===== src/source/ntm_defines.svh =====
`ifndef NTM_DEFINES_SVH
`define NTM_DEFINES_SVH

// Vector length of one weighting
`define NTM_SIZE_N 8

// Width of one Q0.8 weight
`define NTM_WORD_W 8

// Gate covers 0 to 256 inclusive
`define NTM_GATE_W 9

// Banks in the weighting buffer
`define NTM_BANKS 2

// Output credits granted after reset
`define NTM_OUT_CREDITS 4

// Fraction bits of weights and taps
`define NTM_FRAC_W 8

`endif


===== src/source/ntm_pkg.sv =====
`default_nettype none

`include "ntm_defines.svh"

package ntm_pkg;

  // Data words
  typedef logic [`NTM_WORD_W-1:0] ntm_word_t;
  typedef logic [`NTM_GATE_W-1:0] ntm_gate_t;

  // Element index and bank select
  typedef logic [$clog2(`NTM_SIZE_N)-1:0] ntm_index_t;
  typedef logic [$clog2(`NTM_BANKS)-1:0] ntm_bank_t;

  // Credit counter holds up to 2N
  typedef logic [$clog2(2 * `NTM_SIZE_N + 1)-1:0] ntm_credit_t;

  // Per bank occupancy
  typedef enum logic [1:0] {bank_empty, bank_filling, bank_full} bank_state_e;

  // Convolver sequencing
  typedef enum logic {conv_idle, conv_run} conv_state_e;

endpackage

`default_nettype wire


===== src/source/ntm_interpolator.sv =====
`timescale 1ns/1ps
`default_nettype none

`include "ntm_defines.svh"

module ntm_interpolator (
  input  logic                CLK,
  input  logic                RST,
  input  logic                in_valid,
  input  ntm_pkg::ntm_word_t  wc_in,
  input  ntm_pkg::ntm_word_t  wprev_in,
  input  ntm_pkg::ntm_gate_t  g_in,
  input  ntm_pkg::ntm_word_t  s_minus_in,
  input  ntm_pkg::ntm_word_t  s_zero_in,
  input  ntm_pkg::ntm_word_t  s_plus_in,
  output logic                in_ready,
  output logic                wr_valid,
  output ntm_pkg::ntm_word_t  wr_data,
  output ntm_pkg::ntm_word_t  wr_s_minus,
  output ntm_pkg::ntm_word_t  wr_s_zero,
  output ntm_pkg::ntm_word_t  wr_s_plus,
  input  logic                credit_return,
  input  ntm_pkg::ntm_credit_t credit_count_return
);

  import ntm_pkg::*;

  // Two full banks worth of credits
  localparam ntm_credit_t credit_max = ntm_credit_t'(2 * `NTM_SIZE_N);
  localparam int prod_w = `NTM_GATE_W + `NTM_WORD_W;

  ntm_credit_t credit_cnt;
  ntm_credit_t credit_cnt_next;
  ntm_gate_t   g_inv;
  logic [prod_w-1:0] blend_sum;
  logic        accept;

  ////////////////////////////////////////////////////////////
  // Credit tracking
  ////////////////////////////////////////////////////////////

  // Output register is a single-cycle pulse so it always drains
  assign in_ready = (credit_cnt != '0);
  assign accept   = in_valid && in_ready;

  // Spend on accept, refill on bank release
  always_comb begin
    credit_cnt_next = credit_cnt;
    if (accept) begin
      credit_cnt_next = credit_cnt_next - ntm_credit_t'(1);
    end
    if (credit_return) begin
      credit_cnt_next = credit_cnt_next + credit_count_return;
    end
  end

  always_ff @(posedge CLK or posedge RST) begin
    if (RST) begin
      credit_cnt <= credit_max;
      wr_valid   <= 1'b0;
    end else begin
      credit_cnt <= credit_cnt_next;
      wr_valid   <= accept;
    end
  end

  ////////////////////////////////////////////////////////////
  // Gated blend
  ////////////////////////////////////////////////////////////

  // Complement gate 256 - g
  assign g_inv = ntm_gate_t'(1 << `NTM_FRAC_W) - g_in;

  // g*wc + (256-g)*wprev never exceeds 256*255
  assign blend_sum = prod_w'(g_in) * prod_w'(wc_in) + prod_w'(g_inv) * prod_w'(wprev_in);

  // Result plus taps for the buffer
  always_ff @(posedge CLK) begin
    if (accept) begin
      wr_data    <= blend_sum[`NTM_FRAC_W +: `NTM_WORD_W];
      wr_s_minus <= s_minus_in;
      wr_s_zero  <= s_zero_in;
      wr_s_plus  <= s_plus_in;
    end
  end

  // Buffer must never hand back more than was spent
  assert property (@(posedge CLK) disable iff (RST) credit_cnt <= credit_max)
    else $error("interpolator credit count above 2N");

endmodule

`default_nettype wire


===== src/source/ntm_weighting_buffer.sv =====
`timescale 1ns/1ps
`default_nettype none

`include "ntm_defines.svh"

module ntm_weighting_buffer (
  input  logic                 CLK,
  input  logic                 RST,
  input  logic                 wr_valid,
  input  ntm_pkg::ntm_word_t   wr_data,
  input  ntm_pkg::ntm_word_t   wr_s_minus,
  input  ntm_pkg::ntm_word_t   wr_s_zero,
  input  ntm_pkg::ntm_word_t   wr_s_plus,
  output logic                 credit_return,
  output ntm_pkg::ntm_credit_t credit_count_return,
  output logic                 rd_bank_full,
  input  ntm_pkg::ntm_index_t  rd_index,
  output ntm_pkg::ntm_word_t   rd_w_prev,
  output ntm_pkg::ntm_word_t   rd_w_cur,
  output ntm_pkg::ntm_word_t   rd_w_next,
  output ntm_pkg::ntm_word_t   rd_s_minus,
  output ntm_pkg::ntm_word_t   rd_s_zero,
  output ntm_pkg::ntm_word_t   rd_s_plus,
  input  logic                 bank_release
);

  import ntm_pkg::*;

  localparam ntm_index_t idx_last  = ntm_index_t'(`NTM_SIZE_N - 1);
  localparam ntm_bank_t  bank_last = ntm_bank_t'(`NTM_BANKS - 1);

  // Storage and per bank taps
  ntm_word_t   mem [`NTM_BANKS][`NTM_SIZE_N];
  ntm_word_t   s_minus_q [`NTM_BANKS];
  ntm_word_t   s_zero_q [`NTM_BANKS];
  ntm_word_t   s_plus_q [`NTM_BANKS];

  bank_state_e bank_state [`NTM_BANKS];
  ntm_bank_t   wr_bank;
  ntm_bank_t   rd_bank;
  ntm_index_t  wr_idx;
  ntm_index_t  idx_prev;
  ntm_index_t  idx_next;

  ////////////////////////////////////////////////////////////
  // Write side
  ////////////////////////////////////////////////////////////

  // Data lands on the edge after wr_valid
  always_ff @(posedge CLK) begin
    if (wr_valid) begin
      mem[wr_bank][wr_idx] <= wr_data;
      // Taps ride with element 0
      if (wr_idx == '0) begin
        s_minus_q[wr_bank] <= wr_s_minus;
        s_zero_q[wr_bank]  <= wr_s_zero;
        s_plus_q[wr_bank]  <= wr_s_plus;
      end
    end
  end

  // Bank occupancy and pointers
  always_ff @(posedge CLK or posedge RST) begin
    if (RST) begin
      for (int b = 0; b < `NTM_BANKS; b++) begin
        bank_state[b] <= bank_empty;
      end
      wr_bank       <= '0;
      wr_idx        <= '0;
      rd_bank       <= '0;
      rd_bank_full  <= 1'b0;
      credit_return <= 1'b0;
    end else begin
      // Consumer done with the read bank
      if (bank_release) begin
        bank_state[rd_bank] <= bank_empty;
        rd_bank <= (rd_bank == bank_last) ? '0 : rd_bank + ntm_bank_t'(1);
      end
      if (wr_valid) begin
        if (wr_idx == idx_last) begin
          bank_state[wr_bank] <= bank_full;
          wr_bank <= (wr_bank == bank_last) ? '0 : wr_bank + ntm_bank_t'(1);
          wr_idx  <= '0;
        end else begin
          bank_state[wr_bank] <= bank_filling;
          wr_idx <= wr_idx + ntm_index_t'(1);
        end
      end
      // Stale flag dropped while the read bank switches
      rd_bank_full  <= !bank_release && (bank_state[rd_bank] == bank_full);
      credit_return <= bank_release;
    end
  end

  // A released bank frees all of its slots
  assign credit_count_return = ntm_credit_t'(`NTM_SIZE_N);

  ////////////////////////////////////////////////////////////
  // Read side
  ////////////////////////////////////////////////////////////

  // Circular neighbours modulo N
  assign idx_prev = (rd_index == '0) ? idx_last : rd_index - ntm_index_t'(1);
  assign idx_next = (rd_index == idx_last) ? '0 : rd_index + ntm_index_t'(1);

  assign rd_w_prev  = mem[rd_bank][idx_prev];
  assign rd_w_cur   = mem[rd_bank][rd_index];
  assign rd_w_next  = mem[rd_bank][idx_next];
  assign rd_s_minus = s_minus_q[rd_bank];
  assign rd_s_zero  = s_zero_q[rd_bank];
  assign rd_s_plus  = s_plus_q[rd_bank];

  // Producer credits must keep writes off full banks
  assert property (@(posedge CLK) disable iff (RST)
    wr_valid |-> (bank_state[wr_bank] inside {bank_empty, bank_filling}))
    else $error("write into a full bank");

endmodule

`default_nettype wire


===== src/source/ntm_shift_convolver.sv =====
`timescale 1ns/1ps
`default_nettype none

`include "ntm_defines.svh"

module ntm_shift_convolver (
  input  logic                CLK,
  input  logic                RST,
  input  logic                rd_bank_full,
  output ntm_pkg::ntm_index_t rd_index,
  input  ntm_pkg::ntm_word_t  rd_w_prev,
  input  ntm_pkg::ntm_word_t  rd_w_cur,
  input  ntm_pkg::ntm_word_t  rd_w_next,
  input  ntm_pkg::ntm_word_t  rd_s_minus,
  input  ntm_pkg::ntm_word_t  rd_s_zero,
  input  ntm_pkg::ntm_word_t  rd_s_plus,
  output logic                bank_release,
  input  logic                out_credit,
  output logic                w_out_valid,
  output ntm_pkg::ntm_word_t  w_out,
  output ntm_pkg::ntm_index_t w_out_index
);

  import ntm_pkg::*;

  localparam ntm_index_t idx_last = ntm_index_t'(`NTM_SIZE_N - 1);
  // Three 16 bit products need two carry bits
  localparam int sum_w = 2 * `NTM_WORD_W + 2;
  localparam int shr_w = sum_w - `NTM_FRAC_W;

  conv_state_e state;
  ntm_index_t  idx;
  ntm_credit_t credit_cnt;
  logic        fire;
  logic [sum_w-1:0] tap_sum;
  logic [shr_w-1:0] tap_shr;
  ntm_word_t   tap_sat;

  ////////////////////////////////////////////////////////////
  // Three tap circular convolution
  ////////////////////////////////////////////////////////////

  // s_minus pairs with j+1 and s_plus with j-1
  assign tap_sum = sum_w'(rd_s_minus) * sum_w'(rd_w_next)
                 + sum_w'(rd_s_zero) * sum_w'(rd_w_cur)
                 + sum_w'(rd_s_plus) * sum_w'(rd_w_prev);

  assign tap_shr = tap_sum[sum_w-1:`NTM_FRAC_W];

  // Clamp at 255
  assign tap_sat = (|tap_shr[shr_w-1:`NTM_WORD_W]) ? '1 : tap_shr[`NTM_WORD_W-1:0];

  assign rd_index = idx;

  // One result per cycle while credits last
  assign fire = (state == conv_run) && (credit_cnt != '0);

  ////////////////////////////////////////////////////////////
  // Sequencing and credits
  ////////////////////////////////////////////////////////////

  always_ff @(posedge CLK or posedge RST) begin
    if (RST) begin
      state        <= conv_idle;
      idx          <= '0;
      credit_cnt   <= ntm_credit_t'(`NTM_OUT_CREDITS);
      w_out_valid  <= 1'b0;
      bank_release <= 1'b0;
    end else begin
      w_out_valid  <= fire;
      bank_release <= 1'b0;
      // Spend on fire, refill on each returned pulse
      credit_cnt <= credit_cnt - ntm_credit_t'(fire) + ntm_credit_t'(out_credit);
      case (state)
        conv_idle: begin
          // Skip the stale full flag during release
          if (rd_bank_full && !bank_release) begin
            state <= conv_run;
            idx   <= '0;
          end
        end
        conv_run: begin
          if (fire) begin
            if (idx == idx_last) begin
              state        <= conv_idle;
              idx          <= '0;
              bank_release <= 1'b1;
            end else begin
              idx <= idx + ntm_index_t'(1);
            end
          end
        end
        default: state <= conv_idle;
      endcase
    end
  end

  // Result payload
  always_ff @(posedge CLK) begin
    if (fire) begin
      w_out       <= tap_sat;
      w_out_index <= idx;
    end
  end

  // Returned credits never wrap the counter
  assert property (@(posedge CLK) disable iff (RST)
    (out_credit && !fire) |-> (credit_cnt != '1))
    else $error("output credit counter overflow");

endmodule

`default_nettype wire


===== src/source/ntm_addressing_top.sv =====
`timescale 1ns/1ps
`default_nettype none

`include "ntm_defines.svh"

module ntm_addressing_top (
  input  logic                CLK,
  input  logic                RST,
  input  logic                in_valid,
  input  ntm_pkg::ntm_word_t  wc_in,
  input  ntm_pkg::ntm_word_t  wprev_in,
  input  ntm_pkg::ntm_gate_t  g_in,
  input  ntm_pkg::ntm_word_t  s_minus_in,
  input  ntm_pkg::ntm_word_t  s_zero_in,
  input  ntm_pkg::ntm_word_t  s_plus_in,
  output logic                in_ready,
  input  logic                out_credit,
  output logic                w_out_valid,
  output ntm_pkg::ntm_word_t  w_out,
  output ntm_pkg::ntm_index_t w_out_index
);

  import ntm_pkg::*;

  // Interpolator to buffer
  logic        wr_valid;
  ntm_word_t   wr_data;
  ntm_word_t   wr_s_minus;
  ntm_word_t   wr_s_zero;
  ntm_word_t   wr_s_plus;
  logic        credit_return;
  ntm_credit_t credit_count_return;

  // Buffer to convolver
  logic        rd_bank_full;
  ntm_index_t  rd_index;
  ntm_word_t   rd_w_prev;
  ntm_word_t   rd_w_cur;
  ntm_word_t   rd_w_next;
  ntm_word_t   rd_s_minus;
  ntm_word_t   rd_s_zero;
  ntm_word_t   rd_s_plus;
  logic        bank_release;

  ////////////////////////////////////////////////////////////
  // Producer
  ////////////////////////////////////////////////////////////

  ntm_interpolator ntm_interpolator_inst (
    .CLK                 (CLK),
    .RST                 (RST),
    .in_valid            (in_valid),
    .wc_in               (wc_in),
    .wprev_in            (wprev_in),
    .g_in                (g_in),
    .s_minus_in          (s_minus_in),
    .s_zero_in           (s_zero_in),
    .s_plus_in           (s_plus_in),
    .in_ready            (in_ready),
    .wr_valid            (wr_valid),
    .wr_data             (wr_data),
    .wr_s_minus          (wr_s_minus),
    .wr_s_zero           (wr_s_zero),
    .wr_s_plus           (wr_s_plus),
    .credit_return       (credit_return),
    .credit_count_return (credit_count_return)
  );

  ////////////////////////////////////////////////////////////
  // Two bank store
  ////////////////////////////////////////////////////////////

  ntm_weighting_buffer ntm_weighting_buffer_inst (
    .CLK                 (CLK),
    .RST                 (RST),
    .wr_valid            (wr_valid),
    .wr_data             (wr_data),
    .wr_s_minus          (wr_s_minus),
    .wr_s_zero           (wr_s_zero),
    .wr_s_plus           (wr_s_plus),
    .credit_return       (credit_return),
    .credit_count_return (credit_count_return),
    .rd_bank_full        (rd_bank_full),
    .rd_index            (rd_index),
    .rd_w_prev           (rd_w_prev),
    .rd_w_cur            (rd_w_cur),
    .rd_w_next           (rd_w_next),
    .rd_s_minus          (rd_s_minus),
    .rd_s_zero           (rd_s_zero),
    .rd_s_plus           (rd_s_plus),
    .bank_release        (bank_release)
  );

  // Consumer
  ntm_shift_convolver ntm_shift_convolver_inst (
    .CLK          (CLK),
    .RST          (RST),
    .rd_bank_full (rd_bank_full),
    .rd_index     (rd_index),
    .rd_w_prev    (rd_w_prev),
    .rd_w_cur     (rd_w_cur),
    .rd_w_next    (rd_w_next),
    .rd_s_minus   (rd_s_minus),
    .rd_s_zero    (rd_s_zero),
    .rd_s_plus    (rd_s_plus),
    .bank_release (bank_release),
    .out_credit   (out_credit),
    .w_out_valid  (w_out_valid),
    .w_out        (w_out),
    .w_out_index  (w_out_index)
  );

endmodule

`default_nettype wire


===== config.mk =====
export PLATFORM = sky130hd
export DESIGN_NAME = ntm_addressing_top
export DESIGN_NICKNAME = d
export VERILOG_FILES = /design/src/source/ntm_pkg.sv /design/src/source/ntm_interpolator.sv /design/src/source/ntm_weighting_buffer.sv /design/src/source/ntm_shift_convolver.sv /design/src/source/ntm_addressing_top.sv
export VERILOG_INCLUDE_DIRS = /design/src /design/src/source
export SDC_FILE = /design/constraint.sdc
export NUM_CORES = 1
export LEC_CHECK = 0
export ABC_AREA = 1
export BUFFER_PORTS_ARGS = -buffer_cell sky130_fd_sc_hd__buf_2
export CORE_MARGIN = 2
export CORE_UTILIZATION = 65
export CTS_CLUSTER_DIAMETER = 60
export DETAILED_ROUTE_END_ITERATION = 12
export PLACE_DENSITY = 0.82
export SYNTH_ARGS = -nofsm -noshare
export SYNTH_HDL_FRONTEND = slang
export SYNTH_SLANG_ARGS = --single-unit

===== constraint.sdc =====
create_clock -name CLK -period 11.2 [get_ports CLK]
set_clock_uncertainty 0.05 [all_clocks]
set_input_delay 0.56 -clock CLK [delete_from_list [all_inputs] [get_ports CLK]]
set_output_delay 0.56 -clock CLK [all_outputs]
set_load 0.03 [all_outputs]

# After elaboration in Yosys (flattened, before gate mapping)
# Memory sizes are Yosys's and may differ from the RTL's.
# Cells that the tools add are included.
[word_totals]
in_bits = 53
reg_bits = 71
ram_bits = 176
output_inout_bits = 13
memories = 4
word_cells = 129
[op_classes]
magnitude_cmp = 9
addsub = 13
mul = 5
n_reduce_logical = 15
eq_ne = 5
bitwise_logic = 15
muxes = 43
[mem_list]
columns = ["memory", "depth", "word_bits", "rd", "rd_clocked_by_memory_dff", "write_ports", "line_no", "rtl"]
rows = [
  ["ntm_weighting_buffer_inst.mem", 2, 64, 1, 0, 1, "ntm_weighting_buffer.sv:33", "ntm_word_t mem [`NTM_BANKS][`NTM_SIZE_N];"],
  ["ntm_weighting_buffer_inst.s_minus_q", 2, 8, 1, 0, 1, "ntm_weighting_buffer.sv:34", "ntm_word_t s_minus_q [`NTM_BANKS];"],
  ["ntm_weighting_buffer_inst.s_plus_q", 2, 8, 1, 0, 1, "ntm_weighting_buffer.sv:36", "ntm_word_t s_plus_q [`NTM_BANKS];"],
  ["ntm_weighting_buffer_inst.s_zero_q", 2, 8, 1, 0, 1, "ntm_weighting_buffer.sv:35", "ntm_word_t s_zero_q [`NTM_BANKS];"],
]
[op_table]
columns = ["op", "n"]
rows = [
  ["$bmux W8 S3", 3],
  ["$mux W64", 1],
  ["$mux W8", 7],
  ["$mul A8 B8 Y16", 3],
  ["$mul A9 B8 Y16", 2],
  ["$demux W8 S3", 1],
  ["$add A18 B16 Y18", 1],
  ["$add A16 B16 Y17", 1],
  ["$add A16 B16 Y16", 1],
  ["$ge A4 B4 Y1 const B", 4],
  ["$not A3 Y4", 4],
  ["$mux W3", 5],
  ["$mux W1", 12],
  ["$mux W4", 3],
  ["$mux W2", 5],
  ["$mux W5", 2],
  ["$reduce_bool A5 Y1", 2],
  ["$sub A9 B9 Y9 const A", 1],
  ["$logic_and A1 B1 Y1", 7],
  ["$add A3 B1 Y3 const B", 2],
  ["$eq A3 B3 Y1 const B", 2],
  ["$logic_not A3 Y1", 2],
  ["$pmux W3 S2", 1],
  ["$add A5 B1 Y5", 1],
  ["other kinds (23)", 32],
]

# Logic depth before layout (Yosys ltp)
[depth]
depth_word = 11
mapped_depth = 50
depth_no_buf = 48

# Modules after synthesis
# A second synthesis with hierarchy kept.
[hier_totals]
cells_unflattened = 2927
area_unflattened_um2 = 24110.6
[by_module_without_submodules]
columns = ["mod", "seq_area_each_um2", "cells_each", "n_inst", "area_each_um2"]
rows = [
  ["ntm_weighting_buffer", 5560.3, 1095, 1, 9357.7],
  ["ntm_shift_convolver", 606.8, 1061, 1, 8323.0],
  ["ntm_interpolator", 1112.3, 771, 1, 6429.9],
]

# Worst setup path after synthesis
# Ideal clock, no wire load.
[synth_path]
path_kind = "register to register"
from = "register ntm_shift_convolver_inst.idx[0], in the netlist ntm_shift_convolver_inst.rd_index[0]"
to = "register ntm_shift_convolver_inst.w_out[0], data pin"
setup_ns = 0.259
t_required_ns = 10.891
stages_incl_launch_ff = 44
path_slack_ns = 1.321
t_arrival_ns = 9.570
period_less_slack_ns = 9.879
n_path_buf = 4
path_cell_list = "dfrtp_1 > inv_2 > clkbuf_1 > clkbuf_1 > ha_1 > clkbuf_1 > clkbuf_1 > a21oi_1 > a32o_1 > nand2_1 > nand2_1 > inv_1 > nand2_1 > fa_1 > fa_1 > inv_1 > fa_1 > fa_1 > [8 not listed] > xor2_1 > fa_1 > fa_1 > inv_1 > fa_1 > inv_1 > fa_1 > inv_1 > ha_1 > a21oi_1 > o21ai_0 > a21oi_1 > nand2_1 > nand2_1 > nand2_1 > xor2_2 > nor2_4 > nand2_1"
[synth_via]
elab_chain_cells = 10
elab_cells_between_ends = 24
classes_between = "add/sub (4); mul (3); eq/ne (1); mux (11); bitwise (3); reduce/logical (2)"
[synth_lines]
columns = ["element", "line_no", "rtl"]
rows = [
  ["from (decl)", "ntm_shift_convolver.sv:32", "ntm_index_t idx;"],
  ["from (signal assigned)", "ntm_shift_convolver.sv:89", "idx <= idx + ntm_index_t'(1);"],
  ["$add A3 B1 Y3 or $eq A3 B3 Y1 (tied branches)", "ntm_weighting_buffer.sv:104", "assign idx_next = (rd_index == idx_last) ? '0 : rd_index + ntm_index_t'(1);"],
  ["$mux W3", "ntm_weighting_buffer.sv:104", ""],
  ["$not A3 Y4 (not written as such)", "ntm_weighting_buffer.sv:108", "assign rd_w_next = mem[rd_bank][idx_next];"],
  ["$bmux W8 S3", "ntm_weighting_buffer.sv:108", ""],
  ["$mux W8 (not written as such) (2 in series)", "ntm_weighting_buffer.sv:108", ""],
  ["$mul A8 B8 Y16", "ntm_shift_convolver.sv:44", "assign tap_sum = sum_w'(rd_s_minus) * sum_w'(rd_w_next)"],
  ["$add A16 B16 Y17", "ntm_shift_convolver.sv:45", "+ sum_w'(rd_s_zero) * sum_w'(rd_w_cur)"],
  ["$add A18 B16 Y18 *", "ntm_shift_convolver.sv:46", "+ sum_w'(rd_s_plus) * sum_w'(rd_w_prev);"],
  ["$reduce_or A2 Y1", "ntm_shift_convolver.sv:51", "assign tap_sat = (|tap_shr[shr_w-1:`NTM_WORD_W]) ? '1 : tap_shr[`NTM_WORD_W-1:0];"],
  ["to (signal assigned)", "ntm_shift_convolver.sv:101", "w_out <= tap_sat;"],
  ["to (decl)", "ntm_shift_convolver.sv:20", "output ntm_pkg::ntm_word_t w_out,"],
]
# Mark *: on every way between the ends. The rest lies on a longest branch, timed or not. The select of a mux whose other input is x is not followed.
# A chain may end at the register's enable or synchronous reset.

# Worst setup path in the final report
[layout_path]
from = "register ntm_shift_convolver_inst.idx[0], in the netlist ntm_shift_convolver_inst.rd_index[0]"
to = "register ntm_shift_convolver_inst.w_out[6], data pin"
# The elaborated chain is that of the path after synthesis.

==> results_tabular.tex <==
\begin{tabular}{lr}
\hline
Metric & Value \\
\hline
\multicolumn{2}{l}{\textbf{Outcome}} \\
Run status & completed \\
\multicolumn{2}{l}{\textbf{Worst setup path}} \\
Slowest Stage Delay on Critical Path & 0.55 ns \\
Critical Setup Path Class & flip-flop to flip-flop \\
Critical Path AT & 10.48 ns \\
Top fanout value on the critical path & 41 \\
Slack of the worst reg-to-reg path & 0.98 ns \\
Startpoint kind of the worst setup timing path & flip-flop \\
Worst EP required & 11.46 ns \\
Reg-to-Reg End & ntm\_shift\_convolver\_inst.w\_out[6]\$\_SDFFCE\_PP1P\_ \\
Crit end category & flip-flop \\
Worst r2r path cells & 42 \\
CP max-delay cell & sky130\_fd\_sc\_hd\_\_fa\_1 \\
R2R Path Start & ntm\_shift\_convolver\_inst.rd\_index[0]\$\_DFFE\_PP0P\_ \\
Most frequent cell on the critical path & sky130\_fd\_sc\_hd\_\_fa\_1 \\
\multicolumn{2}{l}{\textbf{Worst hold path}} \\
Worst hold-check path type & primary input to asynchronous set/reset pin \\
\multicolumn{2}{l}{\textbf{Floorplan}} \\
Die Y-Extent & 189.5 um \\
I/O pin count & 66 \\
Width of the die & 189.5 um \\
Standard-cell row count & 67 \\
Floorplan die area & 35900 sq um \\
Placeable core region & 33700 sq um \\
Initial cell density of the core & 66.35\% \\
\multicolumn{2}{l}{\textbf{Global routing}} \\
Number of global-route vias before repair & 17100 \\
Grt total ovfl & 0 \\
Total routing resource utilization after global routing & 31.46\% \\
Initial antenna violation count & 0 \\
Global-route wire length before repair & 87.52 mm \\
Largest net degree at the start of global routing & 66 \\
\multicolumn{2}{l}{\textbf{Clock network}} \\
Number of hold buffers added after cts & 0 \\
H-tree lvl count & 1 \\
Number of buffers inserted during clock tree synthesis & 26 \\
Number of resized instances in the post-cts repair step & 0 \\
Clock transition at path regs & 0.06 ns \\
TritonCTS clock tree & done \\
Buffers from clock root to sink, at most & 3 \\
Clock net sink count & 247 \\
Later-pin clock latency in the skew report & 0.56 ns \\
Root cell of the clock tree & sky130\_fd\_sc\_hd\_\_clkbuf\_16 \\
Post-CTS repair timing setup buffer count & 0 \\
\multicolumn{2}{l}{\textbf{Yosys}} \\
Area of the mapped netlist & 22360 sq um \\
Synth Warn \# & 0 \\
Async set or reset register ratio after synthesis & 11.34\% \\
Ys flop type & sky130\_fd\_sc\_hd\_\_edfxtp\_1 \\
Total of flip-flops plus latches after synthesis & 247 \\
Synthesized netlist cell count & 2492 \\
Share of Yosys cell area claimed by the top area cell type & 29.41\% \\
Most area-hungry cell type in the Yosys netlist & sky130\_fd\_sc\_hd\_\_edfxtp\_1 \\
Sequential fraction of the synthesis area & 32.56\% \\
Number of enable-type register cells in the synthesized netlist & 219 \\
Yosys cell types & 53 \\
Syn Nets & 2973 \\
Most area-consuming cells after synthesis & sky130\_fd\_sc\_hd\_\_edfxtp\_1 29\%, sky130\_fd\_sc\_hd\_\_fa\_1 23\%, sky130\_fd\_sc\_hd\_\_nand2\_1 9.9\% \\
Post-Synthesis Mean Instance Area & 8.972 sq um \\
\multicolumn{2}{l}{\textbf{Cells and area}} \\
Final cell utilization of the core & 71.41\% \\
Net count reported at finish & 3019 \\
Ratio of cells with drive above 1 in the final layout & 6.802\% \\
Area growth from synthesis to layout & 7.633\% \\
Ant. Diodes & 0 \\
\multicolumn{2}{l}{\textbf{Placed design}} \\
RD Place Congestion & 0.9722 \\
Number of buffers added on ports & 65 \\
Post-DP HPWL & 42.86 mm \\
\multicolumn{2}{l}{\textbf{STA}} \\
Actual transition at the worst max-transition pin & 1.280 ns \\
Unrepaired setup endpoints after global routing & false \\
Top achievable clock speed & 97.86 MHz \\
Final-report hold violation count & 0 \\
Number of endpoints failing setup at the final stage & 0 \\
Rel. slew slack & 13.79\% \\
Part of the cycle the worst path needs & 91.24\% \\
Final Slew Violations & 0 \\
Setup Total Neg Slack & 0 ns \\
Final critical-path required period & 10.22 ns \\
\multicolumn{2}{l}{\textbf{Route}} \\
Remaining DRCs & 0 \\
Pre-Repair DR Iteration Count & 5 \\
Total detailed-routing wirelength & 53.98 mm \\
Post-detailed-route count of antenna-violating nets & 0 \\
Avg Vias per Cell & 5.505 \\
Via count & 16550 \\
Average wire per standard cell & 17.96 um \\
DRT iter0 DRCs & 1336 \\
\multicolumn{2}{l}{\textbf{Job}} \\
Max cap viols & 0 \\
\hline
\end{tabular}
metal layers:
| layer | GRT usage [%] | part of all wire [%] | wire length [um] |
|---|---|---|---|
| met1 | 40.78 | 41 | 21990 |
| met2 | 55.13 | 49 | 26630 |
| met3 | 3.800 | 6.3 | 3414 |
| met4 | 10.88 | 3.6 | 1944 |
| met5 | 0 | 0 | 0 |
layout make-up:
class,instances,area [sq um]
multi-input combinational,1612,12660
fill,2537,9634
sequential,247,7281
inverter,559,2098
clock buffer,31,669.4
tap,448,560.5
timing repair buffer,92,528.0
clock inverter,17,266.5
synth_stat cells, drive strengths merged, types with 3 or more instances:
master,instances
nand4,4
xnor2,14
edfxtp,219
nor4,4
a32o,6
mux2i,3
inv,557
a21oi,82
or2,16
nand3,35
a31oi,4
nand2,594
nor3,13
o211ai,17
o22ai,4
o21ai,105
buf,22
xor2,38
nor2,217
o221ai,8
fa,253
ha,175
dfrtp,26
clkbuf,52
registers in the layout, indices dropped and copies added, names as in the netlist, 3 cells and up:
signal                                count
ntm_interpolator_inst.credit_cnt          5
ntm_interpolator_inst.wr_data             8
ntm_interpolator_inst.wr_s_minus          8
ntm_interpolator_inst.wr_s_plus           8
ntm_interpolator_inst.wr_s_zero           8
ntm_shift_convolver_inst.credit_cnt       5
ntm_shift_convolver_inst.rd_index         3
ntm_shift_convolver_inst.w_out            8
ntm_shift_convolver_inst.w_out_index      3
ntm_weighting_buffer_inst.bank_state      4
ntm_weighting_buffer_inst.mem           128
ntm_weighting_buffer_inst.s_minus_q      16
ntm_weighting_buffer_inst.s_plus_q       16
ntm_weighting_buffer_inst.s_zero_q       16
ntm_weighting_buffer_inst.wr_idx          3
placed cells by master (no fill, tap or decap), drive strengths merged, types with 14 or more instances in the layout:
master	Yosys	layout
a21oi	82	82
or2	16	16
o21ai	105	105
fa	253	253
nor2	217	217
xnor2	14	14
edfxtp	219	219
clkbuf	52	31
inv	557	558
ha	175	175
buf	22	92
dfrtp	26	26
o211ai	17	17
nand2	594	594
xor2	38	38
nand3	35	35
critical path, delay by kind of cell, from the launching register on:
family / cells / cell delay (ns)
buffers and inverters: 11 / 1.21
XOR/XNOR: 2 / 0.35
flip-flops: 1 / 0.35
adder cells (fa/ha/maj): 13 / 5.58
AO/OA/AOI/OAI: 9 / 1.58
AND/OR/NAND/NOR: 7 / 0.81
worst max-delay path by stage:
stage	startpoint	endpoint	slack [ns]	cells after the start
final	ntm_shift_convolver_inst.rd_index[0]$_DFFE_PP0P_	ntm_shift_convolver_inst.w_out[6]$_SDFFCE_PP1P_	0.98	42
after detailed placement	ntm_weighting_buffer_inst.rd_bank$_DFFE_PP0P_	ntm_shift_convolver_inst.w_out[6]$_SDFFCE_PP1P_	1.08	38
after global placement	ntm_weighting_buffer_inst.rd_bank$_DFFE_PP0P_	ntm_shift_convolver_inst.w_out[1]$_SDFFCE_PP1P_	1.30	38
after floorplan	ntm_shift_convolver_inst.rd_index[0]$_DFFE_PP0P_	ntm_shift_convolver_inst.w_out[0]$_SDFFCE_PP1P_	1.32	43
after global routing	ntm_shift_convolver_inst.rd_index[0]$_DFFE_PP0P_	ntm_shift_convolver_inst.w_out[5]$_SDFFCE_PP1P_	0.35	42
after CTS	ntm_weighting_buffer_inst.rd_bank$_DFFE_PP0P_	ntm_shift_convolver_inst.w_out[6]$_SDFFCE_PP1P_	1.10	38
cells by family (layout without fill, tap and decap cells):
family	after synthesis	count (layout)	synth area share (%)
simple gates	885	885	15.65
buf+inv	633	699	10.86
fa+ha+maj	428	428	32.45
flops	247	247	32.56
compound gates	244	244	6.279
xor+xnor	52	52	2.071
mux	3	3	0.1343
through the flow:
stage	setup WS [ns]	hold WS [ns]	cells	instance area, sq um
CTS	1.101	0.03119	3006	24070
detailed placement	1.083	0.3813	2958	23130
finish	0.9812	0.03191	3006	24070
global route	0.3484	0.06130	3006	24070
floorplan	1.321	0.3715	2492	22360
global placement	1.301	0.3745	2958	23130
Power is left out: the tool's default activity adds up to more than one toggle a clock period on the data nets, which glitch-free logic cannot reach.
